$ cat config.mk
export PLATFORM = sky130hd
export DESIGN_NAME = pms_top
export DESIGN_NICKNAME = d
export VERILOG_FILES = /design/src/common/pms_pkg.sv /design/src/hw/soc_ctrl/soc_ctrl_regs.sv /design/src/hw/acpi/acpi_pwr_seq.sv /design/src/hw/core_release.sv /design/src/hw/pms_top.sv
export VERILOG_INCLUDE_DIRS = /design/src /design/src/common
export SDC_FILE = /design/constraint.sdc
export NUM_CORES = 1
export LEC_CHECK = 0
export BUFFER_PORTS_ARGS = -buffer_cell sky130_fd_sc_hd__buf_2
export CAP_MARGIN = 10
export CORE_MARGIN = 2
export CORE_UTILIZATION = 45
export DETAILED_ROUTE_END_ITERATION = 6
export GPL_ROUTABILITY_DRIVEN = 0
export HOLD_SLACK_MARGIN = 0.1
export PLACE_DENSITY = 0.7
export RECOVER_POWER = 100
export REMOVE_ABC_BUFFERS = 1
export SLEW_MARGIN = 10
export SYNTH_ARGS = -nofsm -noshare
export SYNTH_HDL_FRONTEND = slang
export SYNTH_SLANG_ARGS = --single-unit
$ cat constraint.sdc
create_clock -name s_soc_clk -period 2.5 [get_ports s_soc_clk]
set_input_delay 0.5 -clock s_soc_clk [delete_from_list [all_inputs] [get_ports s_soc_clk]]
set_output_delay 0.5 -clock s_soc_clk [all_outputs]
set_load 0.02 [all_outputs]
$ cat src/common/pms_settings.svh
// PMS settings
// Address window of the SoC control registers as the PS side sees it,
// register offsets, reset values and the timing thresholds in
// s_soc_clk cycles (scaled down for simulation)

`ifndef PMS_SETTINGS_SVH
`define PMS_SETTINGS_SVH

//////////////////////////////////////////////////////////////////////
// address map
//////////////////////////////////////////////////////////////////////

`define PMS_PL_SOC_CTRL_BASE 32'h1A10_4000  // soc ctrl in the pl view
`define PMS_PL2PS_OFS        32'h8600_0000  // split window shift, pl to ps
`define PMS_EXT_BASE         (`PMS_PL_SOC_CTRL_BASE + `PMS_PL2PS_OFS)

// 32-bit registers, bit 2 set means upper half of the 64-bit word
`define PMS_OFS_BOOT_ADDR    12'h004
`define PMS_OFS_FETCH_EN     12'h008
`define PMS_OFS_CORE_STATUS  12'h0A0
`define PMS_OFS_BOOTSEL      12'h0C4

`define PMS_BOOT_ADDR_RST    32'h1C00_0880  // default entry point

//////////////////////////////////////////////////////////////////////
// timing, in clock cycles
//////////////////////////////////////////////////////////////////////

`define PMS_BTN_MIN_CYC      4   // shorter runs are glitches
`define PMS_BTN_LONG_CYC     64  // forced power-down from here on
`define PMS_SEQ_STEP_CYC     8   // dwell in S4 and in S3
`define PMS_RST_REL_CYC      16  // power-good to core reset release

`endif

$ cat src/common/pms_pkg.sv
// PMS package
// Enumerated types shared by the register block, the ACPI sequencer
// and the core release logic

package pms_pkg;

  // ACPI sleep states, S5 is soft-off
  typedef enum logic [1:0] {
    ACPI_S5 = 2'd0,
    ACPI_S4 = 2'd1,
    ACPI_S3 = 2'd2,
    ACPI_S0 = 2'd3
  } acpi_state_e;

  // register hit by the decoded bus address
  typedef enum logic [2:0] {
    SEL_NONE        = 3'd0,
    SEL_BOOT_ADDR   = 3'd1,
    SEL_FETCH_EN    = 3'd2,
    SEL_CORE_STATUS = 3'd3,
    SEL_BOOTSEL     = 3'd4
  } reg_sel_e;

  // core reset release FSM
  typedef enum logic [1:0] {
    REL_HELD = 2'd0,  // core in reset
    REL_WAIT = 2'd1,  // power good, settling
    REL_RUN  = 2'd2   // reset released
  } release_state_e;

endpackage

$ cat src/hw/soc_ctrl/soc_ctrl_regs.sv
// SoC control registers
// Single-beat 64-bit register bus into the external SoC control window.
// Decodes the 40-bit PS address, applies per-half write strobes and
// answers every request exactly one cycle later. Holds boot select,
// boot address, fetch enable and core status.

`timescale 1ns/1ns

`include "pms_settings.svh"

module soc_ctrl_regs import pms_pkg::*; (
  input  logic        s_soc_clk,
  input  logic        rst_n_i,
  input  logic        wr_en_i,
  input  logic        rd_en_i,
  input  logic [39:0] addr_i,
  input  logic [63:0] wdata_i,
  input  logic [7:0]  wstrb_i,
  output logic [63:0] rdata_o,
  output logic        resp_valid_o,
  output logic        resp_err_o,
  output logic        fetch_en_o,
  output logic [31:0] boot_addr_o
);

  logic [31:0] win_ofs;      // byte offset into the window
  logic        in_win;
  reg_sel_e    reg_sel;
  logic        req_err;
  logic        hi_half;      // register sits in bits 63:32
  logic        half_strb_ok;
  logic [31:0] wr_word;
  logic [31:0] rd_word;
  logic        wr_ok;

  logic [31:0] bootsel_q;
  logic [31:0] boot_addr_q;
  logic [31:0] fetch_en_q;
  logic [31:0] core_status_q;  // bit 31 eoc, 30:0 exit code

  logic        resp_valid_q;
  logic        resp_err_q;
  logic [63:0] rdata_q;

  //////////////////////////////////////////////////////////////////////
  // address decode
  //////////////////////////////////////////////////////////////////////

  always_comb begin
    // wraps to a large value below the base, so one compare covers both ends
    win_ofs = addr_i[31:0] - `PMS_EXT_BASE;
    in_win  = (addr_i[39:32] == 8'h00) && (win_ofs[31:12] == 20'h0_0000);  // 4 KiB

    reg_sel = SEL_NONE;
    if (in_win) begin
      case (win_ofs[11:0])
        `PMS_OFS_BOOT_ADDR:   reg_sel = SEL_BOOT_ADDR;
        `PMS_OFS_FETCH_EN:    reg_sel = SEL_FETCH_EN;
        `PMS_OFS_CORE_STATUS: reg_sel = SEL_CORE_STATUS;
        `PMS_OFS_BOOTSEL:     reg_sel = SEL_BOOTSEL;
        default:              reg_sel = SEL_NONE;
      endcase
    end
  end

  assign req_err = (reg_sel == SEL_NONE);

  // offsets match exactly, so bit 2 of the address picks the half
  assign hi_half      = win_ofs[2];
  assign half_strb_ok = hi_half ? (&wstrb_i[7:4]) : (&wstrb_i[3:0]);
  assign wr_word      = hi_half ? wdata_i[63:32] : wdata_i[31:0];
  assign wr_ok        = wr_en_i && !req_err && half_strb_ok;

  always_comb begin
    case (reg_sel)
      SEL_BOOT_ADDR:   rd_word = boot_addr_q;
      SEL_FETCH_EN:    rd_word = fetch_en_q;
      SEL_CORE_STATUS: rd_word = core_status_q;
      SEL_BOOTSEL:     rd_word = bootsel_q;
      default:         rd_word = 32'h0;
    endcase
  end

  //////////////////////////////////////////////////////////////////////
  // registers
  //////////////////////////////////////////////////////////////////////

  always_ff @(posedge s_soc_clk) begin
    if (!rst_n_i) begin
      bootsel_q     <= 32'h0;
      boot_addr_q   <= `PMS_BOOT_ADDR_RST;
      fetch_en_q    <= 32'h0;
      core_status_q <= 32'h0;
    end else if (wr_ok) begin
      case (reg_sel)
        SEL_BOOT_ADDR:   boot_addr_q   <= wr_word;
        SEL_FETCH_EN:    fetch_en_q    <= wr_word;
        SEL_CORE_STATUS: core_status_q <= wr_word;
        SEL_BOOTSEL:     bootsel_q     <= wr_word;
        default:         ;
      endcase
    end
  end

  // response one cycle after the request, no back-pressure
  always_ff @(posedge s_soc_clk) begin
    if (!rst_n_i) begin
      resp_valid_q <= 1'b0;
      resp_err_q   <= 1'b0;
    end else begin
      resp_valid_q <= wr_en_i || rd_en_i;
      resp_err_q   <= (wr_en_i || rd_en_i) && req_err;
    end
  end

  // read data in its own half, zero elsewhere and on errors
  always_ff @(posedge s_soc_clk) begin
    if (rd_en_i && !req_err) begin
      rdata_q <= hi_half ? {rd_word, 32'h0} : {32'h0, rd_word};
    end else begin
      rdata_q <= 64'h0;
    end
  end

  assign rdata_o      = rdata_q;
  assign resp_valid_o = resp_valid_q;
  assign resp_err_o   = resp_err_q;
  assign fetch_en_o   = fetch_en_q[0];
  assign boot_addr_o  = boot_addr_q;

  // a response is never produced without a request the cycle before
  a_resp_after_req : assert property (@(posedge s_soc_clk) disable iff (!rst_n_i)
    resp_valid_o |-> $past(wr_en_i || rd_en_i))
    else $error("resp_valid_o without a request in the previous cycle");

endmodule

$ cat src/hw/acpi/acpi_pwr_seq.sv
// ACPI power sequencer
// Synchronises the power button, measures the press length and
// classifies it on release. A short press in S5 walks S4, S3 and S0;
// a long press outside S5 drops straight back to S5.

`timescale 1ns/1ns

`include "pms_settings.svh"

module acpi_pwr_seq import pms_pkg::*; (
  input  logic s_soc_clk,
  input  logic rst_n_i,
  input  logic pwr_btn_n_i,
  output logic slp_s3_n_o,
  output logic slp_s4_n_o,
  output logic slp_s5_n_o,
  output logic pwrgd_o
);

  logic [1:0]  btn_sync_q;
  logic        btn_n;        // synchronised, active low
  logic [6:0]  press_cnt_q;  // saturates at the long threshold
  logic        release_evt;
  logic        short_press;
  logic        long_press;

  acpi_state_e state_q;
  acpi_state_e state_d;
  logic [3:0]  step_cnt_q;
  logic        step_done;

  //////////////////////////////////////////////////////////////////////
  // button input
  //////////////////////////////////////////////////////////////////////

  always_ff @(posedge s_soc_clk) begin
    if (!rst_n_i) begin
      btn_sync_q <= 2'b11;  // released
    end else begin
      btn_sync_q <= {btn_sync_q[0], pwr_btn_n_i};
    end
  end

  assign btn_n = btn_sync_q[1];

  // length of the current low run
  always_ff @(posedge s_soc_clk) begin
    if (!rst_n_i) begin
      press_cnt_q <= 7'd0;
    end else if (btn_n) begin
      press_cnt_q <= 7'd0;
    end else if (press_cnt_q != 7'(`PMS_BTN_LONG_CYC)) begin
      press_cnt_q <= press_cnt_q + 7'd1;
    end
  end

  // judged on the first high after a low run
  assign release_evt = btn_n && (press_cnt_q != 7'd0);
  assign long_press  = release_evt && (press_cnt_q == 7'(`PMS_BTN_LONG_CYC));
  assign short_press = release_evt && !long_press
                       && (press_cnt_q >= 7'(`PMS_BTN_MIN_CYC));

  //////////////////////////////////////////////////////////////////////
  // sequencer FSM
  //////////////////////////////////////////////////////////////////////

  assign step_done = (step_cnt_q == 4'(`PMS_SEQ_STEP_CYC - 1));

  always_comb begin
    state_d = state_q;
    case (state_q)
      ACPI_S5: begin
        if (short_press) state_d = ACPI_S4;  // long press ignored here
      end
      ACPI_S4: begin
        if (long_press) begin
          state_d = ACPI_S5;
        end else if (step_done) begin
          state_d = ACPI_S3;
        end
      end
      ACPI_S3: begin
        if (long_press) begin
          state_d = ACPI_S5;
        end else if (step_done) begin
          state_d = ACPI_S0;
        end
      end
      ACPI_S0: begin
        if (long_press) state_d = ACPI_S5;  // forced power-down
      end
      default: state_d = ACPI_S5;
    endcase
  end

  always_ff @(posedge s_soc_clk) begin
    if (!rst_n_i) begin
      state_q <= ACPI_S5;
    end else begin
      state_q <= state_d;
    end
  end

  // dwell counter runs only in the intermediate states
  always_ff @(posedge s_soc_clk) begin
    if (!rst_n_i) begin
      step_cnt_q <= 4'd0;
    end else if (state_d != state_q) begin
      step_cnt_q <= 4'd0;
    end else if ((state_q == ACPI_S4) || (state_q == ACPI_S3)) begin
      step_cnt_q <= step_cnt_q + 4'd1;
    end
  end

  // sleep lines deassert one by one on the way up
  assign slp_s5_n_o = (state_q != ACPI_S5);
  assign slp_s4_n_o = (state_q == ACPI_S3) || (state_q == ACPI_S0);
  assign slp_s3_n_o = (state_q == ACPI_S0);
  assign pwrgd_o    = (state_q == ACPI_S0);

  a_slp_order : assert property (@(posedge s_soc_clk) disable iff (!rst_n_i)
    (slp_s3_n_o |-> slp_s4_n_o) and (slp_s4_n_o |-> slp_s5_n_o))
    else $error("sleep outputs out of order");

endmodule

$ cat src/hw/core_release.sv
// Core release
// Holds the core in reset until power good has been stable for the
// settling delay, latches the entry point and then passes the fetch
// enable register through to the core

`timescale 1ns/1ns

`include "pms_settings.svh"

module core_release import pms_pkg::*; (
  input  logic        s_soc_clk,
  input  logic        rst_n_i,
  input  logic        pwrgd_i,
  input  logic        fetch_en_i,
  input  logic [31:0] boot_addr_i,
  output logic        cpu_reset_n_o,
  output logic        core_fetch_en_o,
  output logic [31:0] core_boot_addr_o
);

  release_state_e state_q;
  logic [4:0]     settle_cnt_q;
  logic           settle_done;
  logic           fetch_q;
  logic [31:0]    boot_addr_q;

  assign settle_done = (settle_cnt_q == 5'(`PMS_RST_REL_CYC - 1));

  always_ff @(posedge s_soc_clk) begin
    if (!rst_n_i) begin
      state_q      <= REL_HELD;
      settle_cnt_q <= 5'd0;
    end else begin
      case (state_q)
        REL_HELD: begin
          if (pwrgd_i) begin
            state_q      <= REL_WAIT;
            settle_cnt_q <= 5'd1;  // first cycle of power good already seen
          end
        end
        REL_WAIT: begin
          if (!pwrgd_i) begin
            state_q <= REL_HELD;
          end else if (settle_done) begin
            state_q <= REL_RUN;
          end else begin
            settle_cnt_q <= settle_cnt_q + 5'd1;
          end
        end
        REL_RUN: begin
          if (!pwrgd_i) state_q <= REL_HELD;
        end
        default: state_q <= REL_HELD;
      endcase
    end
  end

  // entry point taken as the reset goes away
  always_ff @(posedge s_soc_clk) begin
    if ((state_q == REL_WAIT) && pwrgd_i && settle_done) begin
      boot_addr_q <= boot_addr_i;
    end
  end

  // fetch follows the register one cycle later, only while running
  always_ff @(posedge s_soc_clk) begin
    if (!rst_n_i) begin
      fetch_q <= 1'b0;
    end else begin
      fetch_q <= (state_q == REL_RUN) && pwrgd_i && fetch_en_i;
    end
  end

  assign cpu_reset_n_o    = (state_q == REL_RUN);
  assign core_fetch_en_o  = fetch_q;
  assign core_boot_addr_o = boot_addr_q;

  a_fetch_needs_reset_off : assert property (@(posedge s_soc_clk) disable iff (!rst_n_i)
    core_fetch_en_o |-> cpu_reset_n_o)
    else $error("core fetch enabled while the core is in reset");

endmodule

$ cat src/hw/pms_top.sv
// PMS top
// Register bus to the SoC control registers, power button to the ACPI
// sequencer, and the core reset and fetch control built from both

`timescale 1ns/1ns

module pms_top (
  input  logic        s_soc_clk,
  input  logic        rst_n_i,
  // register bus
  input  logic        wr_en_i,
  input  logic        rd_en_i,
  input  logic [39:0] addr_i,
  input  logic [63:0] wdata_i,
  input  logic [7:0]  wstrb_i,
  output logic [63:0] rdata_o,
  output logic        resp_valid_o,
  output logic        resp_err_o,
  // power button and ACPI lines
  input  logic        pwr_btn_n_i,
  output logic        slp_s3_n_o,
  output logic        slp_s4_n_o,
  output logic        slp_s5_n_o,
  output logic        pwrgd_o,
  // core control
  output logic        cpu_reset_n_o,
  output logic        core_fetch_en_o,
  output logic [31:0] core_boot_addr_o
);

  logic        fetch_en;
  logic [31:0] boot_addr;
  logic        pwrgd;

  soc_ctrl_regs i_soc_ctrl_regs (
    .s_soc_clk   (s_soc_clk),
    .rst_n_i     (rst_n_i),
    .wr_en_i     (wr_en_i),
    .rd_en_i     (rd_en_i),
    .addr_i      (addr_i),
    .wdata_i     (wdata_i),
    .wstrb_i     (wstrb_i),
    .rdata_o     (rdata_o),
    .resp_valid_o(resp_valid_o),
    .resp_err_o  (resp_err_o),
    .fetch_en_o  (fetch_en),
    .boot_addr_o (boot_addr)
  );

  acpi_pwr_seq i_acpi_pwr_seq (
    .s_soc_clk  (s_soc_clk),
    .rst_n_i    (rst_n_i),
    .pwr_btn_n_i(pwr_btn_n_i),
    .slp_s3_n_o (slp_s3_n_o),
    .slp_s4_n_o (slp_s4_n_o),
    .slp_s5_n_o (slp_s5_n_o),
    .pwrgd_o    (pwrgd)
  );

  assign pwrgd_o = pwrgd;  // also feeds the release logic

  core_release i_core_release (
    .s_soc_clk       (s_soc_clk),
    .rst_n_i         (rst_n_i),
    .pwrgd_i         (pwrgd),
    .fetch_en_i      (fetch_en),
    .boot_addr_i     (boot_addr),
    .cpu_reset_n_o   (cpu_reset_n_o),
    .core_fetch_en_o (core_fetch_en_o),
    .core_boot_addr_o(core_boot_addr_o)
  );

endmodule

Yosys cells after proc, flatten, opt, wreduce, memory -nomap -nowiden
Index checks and enable logic that the tools add are counted.
{ "totals": {"ff_bits": 249, "out_inout_bits": 104, "input_bits": 117, "elab_cells": 105} }
{ "op_classes": {"bitwise_logic": 2, "n_reduce_logical": 38, "n_lt_le_gt_ge": 1, "addsub": 4, "eq_ne": 23, "mux": 21} }
{ "ops": {"columns": ["operator", "n"], "rows": [
  ["$pmux 32 s4", 1],
  ["$mux 32", 1],
  ["$sub 32x32->32 const B", 1],
  ["$eq 12x8->1 const B", 2],
  ["$logic_not 20->1", 1],
  ["$mux 2", 10],
  ["$mux 5", 3],
  ["$logic_and 1x1->1", 13],
  ["$eq 12x3->1 const B", 1],
  ["$eq 12x4->1 const B", 1],
  ["$pmux 3 s4", 1],
  ["$reduce_and 4->1", 3],
  ["$pmux 5 s2", 1],
  ["$reduce_and 2->1", 5],
  ["$logic_not 8->1", 1],
  ["$pmux 2 s4", 1],
  ["$add 7x1->7 const B", 1],
  ["$eq 7x7->1 const B", 1],
  ["$ge 7x3->1 const B", 1],
  ["$ne 7x7->1 const B", 1],
  ["$reduce_bool 7->1", 1],
  ["$eq 2x2->1 const B", 3],
  ["$eq 3x2->1 const B", 2],
  ["$pmux 2 s3", 1],
  ["21 further kinds", 32]
]} }

Longest topological paths before layout
Gate-level depths: netlist (run 1).
{ "logic_depth": {"ltp_word": 10, "ltp_mapped": 8, "ltp_nobuf": 8} }

Cells and area by module
A second synthesis (run 1) with hierarchy kept.
{ "unflattened": {"cells_unflattened": 983, "hier_area_um2": 9959.6} }
{ "modules_own_cells": {"columns": ["module", "area_each_um2", "seq_area_each_um2", "instances", "cells_each"], "rows": [
  ["soc_ctrl_regs", 7736.2, 3883.7, 1, 810],
  ["core_release", 1368.8, 1121.1, 1, 78],
  ["acpi_pwr_seq", 854.6, 300.3, 1, 95]
]} }

Least setup slack after synthesis (run 1)
OpenSTA, ideal clock, no wires.
{ "synth_path": {"path_type": "input -> register", "startpoint": "in addr_i[16]", "endpoint": "reg i_soc_ctrl_regs.boot_addr_q[10], in the netlist i_soc_ctrl_regs.boot_addr_o[10]", "setup_time_ns": 0.126, "path_stages": 8, "n_path_buf": 2, "path_slack_ns": -0.109, "arrival_ns": 2.483, "required_ns": 2.374, "path_cell_list": "or4b_2 nor4bb_1 o2111a_1 buf_2 and3_1 nand2_2 buf_2 mux2i_1"} }
{ "synth_between": {"elab_chain_len": 9, "word_cells_on_any_way": 10, "cone_classes": "add/sub (1); eq/ne (1); mux (1); reduce/logical (7)"} }
{ "synth_rtl": {"columns": ["element", "line", "text"], "rows": [
  ["start: declaration", "pms_top.sv:13", "input logic [39:0] addr_i,"],
  ["$sub 32x32->32 (no line) *", null, null],
  ["$logic_not 20->1 *", "soc_ctrl_regs.sv:52", "in_win = (addr_i[39:32] == 8'h00) && (win_ofs[31:12] == 20'h0_0000);"],
  ["$logic_and 1x1->1 *", "soc_ctrl_regs.sv:52", null],
  ["$mux 3 *", "soc_ctrl_regs.sv:55", "if (in_win) begin"],
  ["$logic_not 3->1", "soc_ctrl_regs.sv:66", "assign req_err = (reg_sel == SEL_NONE);"],
  ["$logic_not 1->1", "soc_ctrl_regs.sv:72", "assign wr_ok = wr_en_i && !req_err && half_strb_ok;"],
  ["$logic_and 1x1->1 (2 in series)", "soc_ctrl_regs.sv:72", null],
  ["$reduce_and 2->1 (no line) *", null, null],
  ["end signal: assignment", "soc_ctrl_regs.sv:91", "boot_addr_q <= `PMS_BOOT_ADDR_RST;"],
  ["end signal: assignment", "soc_ctrl_regs.sv:96", "SEL_BOOT_ADDR: boot_addr_q <= wr_word;"],
  ["end: declaration", "soc_ctrl_regs.sv:37", "logic [31:0] boot_addr_q;"]
]} }
Every way passes the cells marked *; elsewhere a longest branch is shown, timed or not.
A chain may end at the register's enable or synchronous reset.

Worst setup path in the final report (run 1)
{ "layout_path": {"startpoint": "in addr_i[16]", "endpoint": "reg i_soc_ctrl_regs.core_status_q[12]"} }
{ "layout_between": {"elab_chain_len": 9, "word_cells_on_any_way": 10, "cone_classes": "add/sub (1); eq/ne (1); mux (1); reduce/logical (7)"} }
{ "layout_rtl": {"columns": ["element", "line", "text"], "rows": [
  ["$sub 32x32->32 (no line) *", null, null],
  ["$logic_not 20->1 *", "soc_ctrl_regs.sv:52", null],
  ["$logic_and 1x1->1 *", "soc_ctrl_regs.sv:52", null],
  ["$mux 3 *", "soc_ctrl_regs.sv:55", null],
  ["$logic_not 3->1", "soc_ctrl_regs.sv:66", null],
  ["$logic_not 1->1", "soc_ctrl_regs.sv:72", null],
  ["$logic_and 1x1->1 (2 in series)", "soc_ctrl_regs.sv:72", null],
  ["$reduce_and 2->1 (no line) *", null, null],
  ["end signal: assignment", "soc_ctrl_regs.sv:98", "SEL_CORE_STATUS: core_status_q <= wr_word;"],
  ["end: declaration", "soc_ctrl_regs.sv:39", "logic [31:0] core_status_q;"]
]} }
Marked as above.

==> flow_summary.yaml, run 1 <==
floorplanning:
  ioPinCount: 221
  dieArea_mm2: 0.0228
  start_util: 0.461
  core_area_mm2: 0.0211
  chipWidth_um: 151
  die_h_um: 151
  row_count: 53
timing:
  finalClockSkew_ns: 0.00739
  hold_slack_ns: 0.195
  setup_viol: 0
  max_slew_margin: 0.237
  min_period_ns: 2.30
  tightest_slew_ns: 1.14
  rsz0062_at_grt: "no"
  setup_tns_ns: 0
  max_freq_ghz: 0.435
  finalCritPeriodShare: 0.919
  finalHoldViolations: 0
  finalMaxSlewViolations: 0
grt:
  overflow: 0
  grt_pass1_vias: 7504
  grt_max_degree: 68
  grt_pass1_wl_mm: 38.1
  antenna_found_initial: 0
  grt_util_all_layers: 0.208
synth:
  synth_edf_count: 32
  synth_ff_type: "dfxtp_1"
  synth_seq_cells: 249
  async_flop_share: 0
  synthesis.area_mm2: 0.00972
  synth_top_area_frac: 0.447
  syn_area_per_cell_um2: 10.4
  synth_area_leaders: "dfxtp_1 (45%), mux2i_1 (13%), edfxtp_1 (9.9%)"
  synth_cell_types: 53
  yosysTopAreaCell: "dfxtp_1"
  yosysWarnings: 0
  seq_area_frac_synth: 0.546
  netlist_instances: 931
clock_tree:
  clk_path_buf_depth: 3
  h-tree-depth: 1
  cts.sinks: 249
  numCtsBuffers: 25
  cts_tree: "done"
  cts_resized: 0
  postCtsSetupRepairBufs: 0
  cts_hold_buf: 0
  clock-root-buffer: "clkbuf_16"
  clock_latency_ns: 0.51
  clk_pin_slew_ns: 0.06
power:
  intPower_w: 0.00621
  power_frac_comb: 0.047
  peakVddDrop_mv: 0.551
  power_density_mw_per_mm2: 654
  clkPwrFrac: 0.439
  swShare: 0.212
  p_sw_w: 0.00167
  power_leakage_nw: 5.39
  sequentialPowerShare: 0.514
critical_path:
  critPathLaunchType: "input pin"
  crit_path_top_delay_cell: "or4b_2"
  crit_required_ns: 2.89
  worstPathArrival_ns: 2.69
  worst-setup-path-type: "in -> reg"
  ff2ff_setup_slack_ns: 0.29
  slowest_delay_ns: 0.67
  cp-end-kind: "register"
  crit_chain: "buf_2 > or4b_2 > nor4_1 > a211oi_2 > xor2_2 > clkbuf_1 > nand3_2 > clkbuf_2 > mux2i_1"
  cp_max_fo: 7
finish:
  antenna_cells: 0
  post-route-util: 0.571
  nets: 1302
  final_common_cell: "dfxtp_1"
  syn_to_final_growth_pct: 24.0
  final_cells: 1468
  drive_gt1_frac: 0.206
  layout_common_cells: "dfxtp_1 (217), nand2_1 (169), mux2i_1 (130)"
drt:
  post-route-drc-count: 5
  vias_per_cell: 5.15
  ant_nets: 0
  firstDrtPassIters: 7
  finalWirelength_mm: 23.7
  wl_per_cell_um: 16.2
  vias: 7567
  first_iter_violations: 404
job:
  maxCapViolCount: 0
run_status:
  violations: "DRC"
  outcome: "complete, but fails checks"
placement:
  port_buffers: 220
  dpl.cell_count: 1423
  hpwl_mm: 16.8
min_path:
  hold_class: "in -> reg"
-- metrics by stage --
step | setup slack (ns) | cell area, um^2 | power, W
2_1_floorplan | -3.19 | 9480 | 0.00428
3_3_place_gp | -0.287 | 11500 | 0.00451
3_5_place_dp | -0.326 | 11500 | 0.00451
4_1_cts | 0.199 | 12300 | 0.00796
5_1_grt | 0.0334 | 12000 | 0.00816
6_report | 0.202 | 12000 | 0.00788
-- layer usage --
layer	up-vias	GRT usage	routed length, um
li1	3755	-	-
met1	3573	0.279	10700
met2	208	0.360	11400
met3	31	0.0295	1270
met4	0	0.0425	366
met5	-	0	0
-- flip-flops by register name, summed over array words and instances (netlist names) --
signal	count
i_acpi_pwr_seq.btn_sync_q	2
i_acpi_pwr_seq.press_cnt_q	7
i_acpi_pwr_seq.state_q	2
i_acpi_pwr_seq.step_cnt_q	4
i_core_release.core_boot_addr_o	32
i_core_release.core_fetch_en_o	1
i_core_release.settle_cnt_q	5
i_core_release.state_q	2
i_soc_ctrl_regs.boot_addr_o	32
i_soc_ctrl_regs.bootsel_q	32
i_soc_ctrl_regs.core_status_q	32
i_soc_ctrl_regs.fetch_en_q	32
i_soc_ctrl_regs.rdata_o	64
i_soc_ctrl_regs.resp_err_o	1
i_soc_ctrl_regs.resp_valid_o	1
-- power by group through the flow --
stage | sequential, W | clock, W | combinational [W]
after floorplan | 0.00414 | 0 | 0.000142
after global placement | 0.00414 | 0 | 0.000367
after detailed placement | 0.00414 | 0 | 0.000372
after CTS | 0.00405 | 0.00353 | 0.000376
after global routing | 0.00405 | 0.00370 | 0.000409
final | 0.00405 | 0.00346 | 0.000371
-- Yosys cell counts (8+ instances only) --
| cell type | number |
|---|---|
| mux2_2 | 27 |
| nor4_1 | 8 |
| clkbuf_1 | 41 |
| nand3_1 | 8 |
| mux2i_1 | 130 |
| a222oi_1 | 32 |
| inv_1 | 12 |
| and3_1 | 10 |
| a21boi_0 | 33 |
| ha_1 | 10 |
| nor3_1 | 11 |
| buf_2 | 13 |
| nand2_1 | 168 |
| nor2_1 | 75 |
| nand2b_1 | 15 |
| edfxtp_1 | 32 |
| a21oi_1 | 14 |
| dfxtp_1 | 217 |
| o21ai_0 | 10 |
-- cell type report --
type	count	area [um^2]
clock inverter	7	33.8
timing repair buffer	275	1430
inverter	12	45.0
clock buffer	38	726
fill	1906	9040
sequential	249	5310
tap	275	344
multi-input combinational	612	4160
-- cell families (layout without fill, tap and decap cells) --
| group | Yosys count | count (layout) | share of synthesized area |
|---|---|---|---|
| AO/OA/AOI/OAI | 108 | 108 | 0.0881 |
| XOR/XNOR | 10 | 10 | 0.00979 |
| adder cells (fa/ha/maj) | 10 | 10 | 0.0129 |
| buffers and inverters | 70 | 332 | 0.0291 |
| flip-flops | 249 | 249 | 0.546 |
| multiplexers | 157 | 157 | 0.165 |
| AND/OR/NAND/NOR | 327 | 327 | 0.149 |
-- worst max-delay path, delay by kind of cell --
family / cells / cell delay [ns]
multiplexers: 1 / 0.16
AO/OA/AOI/OAI: 1 / 0.09
XOR/XNOR: 1 / 0.21
AND/OR/NAND/NOR: 3 / 1.13
buffers and inverters: 3 / 0.57
-- path summary, 6_finish.rpt --
kind / to / startpoint / cells after the start
min: i_acpi_pwr_seq.btn_sync_q[0] / pwr_btn_n_i / 2
max reg2reg: i_core_release.core_boot_addr_o[5] / i_acpi_pwr_seq.state_q[1] / 5
min reg2reg: i_acpi_pwr_seq.btn_sync_q[1] / i_acpi_pwr_seq.btn_sync_q[0] / 1
max: i_soc_ctrl_regs.core_status_q[12] / addr_i[16] / 9
(Power assumes the default switching activity.)
==> run 2, diff against run 1 <==
==> constraint.sdc (replaced) <==
create_clock -name s_soc_clk -period 2.07 [get_ports s_soc_clk]
set_input_delay 0.414 -clock s_soc_clk [delete_from_list [all_inputs] [get_ports s_soc_clk]]
set_output_delay 0.414 -clock s_soc_clk [all_outputs]
set_load 0.02 [all_outputs]
==> run 2 against run 1 <==
Largest power group unchanged. The run now ends clean. Flip-flop and latch count did not move. Non-clock buffer count rose by 15. Hold slack got worse by 0.081 ns. Largest cell class unchanged.
==> flow_summary.yaml, run 2 (synthesis results as in run 1) <==
run_status:
  outcome: "finished, final reports clean"
power:
  peakVddDrop_mv: 0.555
  intPower_w: 0.00773
  swShare: 0.213
  power_leakage_nw: 5.53
  sequentialPowerShare: 0.498
  power_frac_comb: 0.047
  power_density_mw_per_mm2: 795
  clkPwrFrac: 0.454
  p_sw_w: 0.00209
clock_tree:
  numCtsBuffers: 25
  cts.sinks: 249
  cts_hold_buf: 0
  cts_tree: "done"
  clk_pin_slew_ns: 0.06
  h-tree-depth: 1
  clock_latency_ns: 0.52
  clk_path_buf_depth: 3
  clock-root-buffer: "clkbuf_16"
timing:
  setup_viol: 0
  finalClockSkew_ns: 0.0110
  tightest_slew_ns: 1.36
  finalMaxSlewViolations: 0
  finalHoldViolations: 0
  max_slew_margin: 0.0947
  finalCritPeriodShare: 0.976
  min_period_ns: 2.02
  max_freq_ghz: 0.495
min_path:
  hold_path_depth: 2
  worstHoldEndpoint: "i_acpi_pwr_seq.btn_sync_q[0]"
  hold_class: "in -> reg"
  min_from: "pwr_btn_n_i"
drt:
  firstDrtPassIters: 5
  wl_per_cell_um: 16.2
  vias: 7661
  ant_nets: 0
  vias_per_cell: 5.16
  post-route-drc-count: 0
  finalWirelength_mm: 24.1
  first_iter_violations: 463
finish:
  layout_common_cells: "dfxtp_1 (216), nand2_1 (168), mux2i_1 (130)"
  drive_gt1_frac: 0.225
  final_common_cell: "dfxtp_1"
  antenna_cells: 0
  syn_to_final_growth_pct: 27.1
  fill_cells: 1885
  post-route-util: 0.586
  nets: 1317
  multi_input_area_mm2: 0.00421
  stdcell_area_mm2: 0.0124
  register_area_mm2: 0.00531
  largest_register_ffs: 64
grt:
  overflow: 0
  grt_pass1_vias: 7539
  antenna_found_initial: 0
  grt_max_degree: 67
  grt_pass1_wl_mm: 38.4
  grt_util_all_layers: 0.208
critical_path:
  critPathLaunchType: "register"
  cp_max_fo: 5
  worst-setup-path-type: "reg -> out"
  reg2reg_to: "i_acpi_pwr_seq.step_cnt_q[1]"
  ff2ff_setup_slack_ns: 0.19
  worstPathArrival_ns: 1.61
  timing.rr.start: "i_acpi_pwr_seq.step_cnt_q[0]"
  crit_required_ns: 1.66
  worstRegToRegCells: 7
  cp-end-kind: "primary output"
  startpoint: "i_acpi_pwr_seq.state_q[0]"
floorplanning:
  ioPinCount: 221
  core_area_mm2: 0.0211
  row_count: 53
  dieArea_mm2: 0.0228
  chipWidth_um: 151
  start_util: 0.461
  die_h_um: 151
placement:
  port_buffers: 220
  postPlaceCellArea_mm2: 0.0117
  hpwl_mm: 17.1
job:
  maxCapViolCount: 0
[run 2: per-stage QoR]
step	hold WS (ns)	TNS, ns	power [W]	cells	setup WS [ns]
2_1_floorplan	0.386	-435.58	0.00517	873	-3.53
5_1_grt	0.120	-0.00274	0.0101	1484	-0.00274
3_5_place_dp	0.403	-98.80	0.00545	1431	-0.655
3_3_place_gp	0.399	-95.42	0.00545	1431	-0.626
4_1_cts	0.107	-0.0384	0.00988	1481	-0.0117
6_report	0.113	0	0.00982	1484	0.0504
[run 2: how the worst max path moves through the flow]
stage                                         endpoint  slack (ns)  depth (start not counted)
after floorplan           i_soc_ctrl_regs.bootsel_q[0]       -3.53                          5
after global placement     i_soc_ctrl_regs.rdata_o[13]       -0.63                          9
after detailed placement   i_soc_ctrl_regs.rdata_o[22]       -0.66                          9
after CTS                 i_soc_ctrl_regs.bootsel_q[2]       -0.01                         10
after global routing                        slp_s4_n_o      -0.003                          4
final                                       slp_s4_n_o        0.05                          4
[run 2: layer usage]
layer | GRT usage | wire (um)
met1 | 0.279 | 11100
met2 | 0.359 | 11800
met3 | 0.0319 | 941
met4 | 0.0383 | 289
met5 | 0 | 0
[run 2: layout make-up]
cell class / instances / area share
sequential: 249 / 0.430
multi-input combinational: 612 / 0.340
timing repair buffer: 290 / 0.132
clock buffer: 39 / 0.0607
tap: 275 / 0.0279
clock inverter: 7 / 0.00577
inverter: 12 / 0.00365
[run 2: power groups by stage]
stage,sequential [W],clock (W),combinational (W)
2_1_floorplan,0.00500,0,0.000172
3_3_place_gp,0.00500,0,0.000448
3_5_place_dp,0.00500,0,0.000452
4_1_cts,0.00489,0.00453,0.000457
5_1_grt,0.00489,0.00474,0.000511
6_report,0.00489,0.00446,0.000465
[run 2: worst max-delay path: stages (launching register included)]
cell	delay, ns
dfxtp_4	0.37
inv_2	0.06
ha_2	0.21
or2_2	0.30
buf_4	0.16
[run 2: what timing repair did]
action	in CTS	in global routing
cloned	1	1
setup buffers	3	2
pin swaps	2	5
resized for setup	7	13
setup endpoints to repair	71	132
endpoints found under the hold margin	0	0
==> run 3, diff against run 2 <==
--- a/config.mk
+++ b/config.mk
@@ -9,11 +9,10 @@
 export BUFFER_PORTS_ARGS = -buffer_cell sky130_fd_sc_hd__buf_2
 export CAP_MARGIN = 10
 export CORE_MARGIN = 2
-export CORE_UTILIZATION = 45
+export CORE_UTILIZATION = 47
 export DETAILED_ROUTE_END_ITERATION = 6
-export GPL_ROUTABILITY_DRIVEN = 0
 export HOLD_SLACK_MARGIN = 0.1
-export PLACE_DENSITY = 0.7
+export PLACE_DENSITY = 0.73
 export RECOVER_POWER = 100
 export REMOVE_ABC_BUFFERS = 1
 export SLEW_MARGIN = 10
==> run 3 against run 2 <==
Sequential share of layout area shrank 0.43 points. Critical path depth rose by 6. Non-clock buffer count is 1 lower. Critical path type is now in -> reg. Critical endpoint is now i_soc_ctrl_regs.rdata_o[41].
==> flow_summary.yaml, run 3 (synthesis results as in run 1) <==
run_status:
  outcome: "finished, final reports clean"
power:
  power_density_mw_per_mm2: 761
  peakVddDrop_mv: 0.456
  power_leakage_nw: 5.59
finish:
  final_cells: 1476
  stdcell_area_mm2: 0.0125
  register_area_mm2: 0.00531
  multi_input_area_mm2: 0.00428
  largest_register_ffs: 64
  layout_common_cells: "dfxtp_1 (216), nand2_1 (168), mux2i_1 (130)"
  syn_to_final_growth_pct: 28.4
  antenna_cells: 0
  nets: 1316
  fill_cells: 1736
  final_common_cell: "dfxtp_1"
  drive_gt1_frac: 0.235
timing:
  tightest_slew_ns: 1.13
  finalClockSkew_ns: 0.00737
  setup_viol: 0
  setup_slack_ns: 0.0568
  hold_slack_ns: 0.231
  rsz0062_at_grt: "yes"
  min_period_ns: 2.01
  finalMaxSlewViolations: 0
  finalCritPeriodShare: 0.973
  max_freq_ghz: 0.497
  finalHoldViolations: 0
  max_slew_margin: 0.245
drt:
  wl_per_cell_um: 17.5
  finalWirelength_mm: 25.8
  vias_per_cell: 5.27
  vias: 7778
  ant_nets: 0
  firstDrtPassIters: 6
  post-route-drc-count: 0
  first_iter_violations: 478
grt:
  grt_util_all_layers: 0.217
  antenna_found_initial: 0
  grt_max_degree: 57
  overflow: 0
  grt_pass1_wl_mm: 38.9
  grt_pass1_vias: 7741
floorplanning:
  core_area_mm2: 0.0202
  row_count: 52
  ioPinCount: 221
  dieArea_mm2: 0.0218
  die_h_um: 148
  chipWidth_um: 148
  start_util: 0.480
critical_path:
  cp_max_fo: 6
  reg2reg_to: "i_acpi_pwr_seq.step_cnt_q[1]"
  endpoint: "i_soc_ctrl_regs.rdata_o[41]"
  ff2ff_setup_slack_ns: 0.13
  worstPathArrival_ns: 2.46
  startpoint: "addr_i[21]"
  worstRegToRegCells: 6
  worst-setup-path-type: "in -> reg"
  critPathLaunchType: "input pin"
  crit_required_ns: 2.51
  timing.rr.start: "i_acpi_pwr_seq.press_cnt_q[2]"
  cp-end-kind: "register"
clock_tree:
  cts_tree: "done"
  cts.sinks: 249
  clock-root-buffer: "clkbuf_16"
  h-tree-depth: 1
  clk_path_buf_depth: 3
  numCtsBuffers: 25
  clock_latency_ns: 0.51
  clk_pin_slew_ns: 0.06
placement:
  dpl.cell_count: 1420
  pre_cts_ws_ns: -0.550
  postPlaceCellArea_mm2: 0.0115
  hpwl_mm: 16.6
  routabilityCongestion: 0.815
  port_buffers: 220
min_path:
  hold_path_depth: 3
  hold_class: "in -> reg"
job:
  maxCapViolCount: 0
-- run 3: changes by cell type in the layout (fill, tap and decap cells not counted), moves of 2 or more --
cell	delta
nor2_1	-16
nor2_2	+13
clkbuf_4	-7
buf_6	+6
clkbuf_16	+4
clkbuf_1	+3
clkbuf_2	-3
nor2_4	+3
buf_12	+2
buf_4	-2
-- run 3: worst min path at each step --
stage / slack, ns / endpoint / start
after floorplan: 0.39 / i_acpi_pwr_seq.btn_sync_q[1] / i_acpi_pwr_seq.btn_sync_q[0]
after global placement: 0.41 / i_acpi_pwr_seq.btn_sync_q[1] / i_acpi_pwr_seq.btn_sync_q[0]
after detailed placement: 0.41 / i_acpi_pwr_seq.btn_sync_q[1] / i_acpi_pwr_seq.btn_sync_q[0]
after CTS: 0.22 / i_acpi_pwr_seq.step_cnt_q[0] / rst_n_i
after global routing: 0.24 / i_acpi_pwr_seq.state_q[0] / rst_n_i
final: 0.23 / i_acpi_pwr_seq.step_cnt_q[0] / rst_n_i
-- run 3: final cells by class --
class / count / share of cell area
well taps: 270 / 0.0271
clock inverters: 3 / 0.00120
clock buffers: 41 / 0.0582
flip-flops and latches: 249 / 0.426
multi-input cells: 612 / 0.343
inverters: 12 / 0.00361
repair buffers: 289 / 0.141
-- run 3: where the power goes --
group	internal, W	switching [W]
clock	0.00237	0.00175
combinational	0.000217	0.000249
sequential	0.00489	0.00000869
total	0.00748	0.00201
-- run 3: worst max-delay path: stages --
cell and delay (ns):
buf_6 0.09, or4_4 0.51, o32a_1 0.18, a211oi_2 0.26, xor2_2 0.27, buf_6 0.17, nand4_1 0.09, buf_6 0.17
clkbuf_16 0.19, nor2_2 0.10
-- run 3: routing by layer --
layer / vias to the layer above / global-route usage / wire (um)
li1: 3797 / - / -
met1: 3725 / 0.287 / 11400
met2: 220 / 0.376 / 12600
met3: 36 / 0.0361 / 1320
met4: 0 / 0.0490 / 483
met5: - / 0 / 0
-- run 3: repair_timing --
action | in CTS | in global routing
buffers inserted | 0 | 4
endpoints found under the setup margin | 114 | 193
hold endpoints to repair | 1 | 0
hold buffers | 1 | 0
resized for setup | 9 | 32
pin swaps | 0 | 6
cloned | 0 | 8
-- run 3: stage by stage --
step	setup TNS [ns]	utilization	total power, W
final	0	0.617	0.00949
after global routing	-0.400	0.617	0.00979
after CTS	-0.00197	0.610	0.00956
after detailed placement	-97.68	0.571	0.00546
after global placement	-88.15	0.571	0.00545
after floorplan	-435.58	-	0.00517
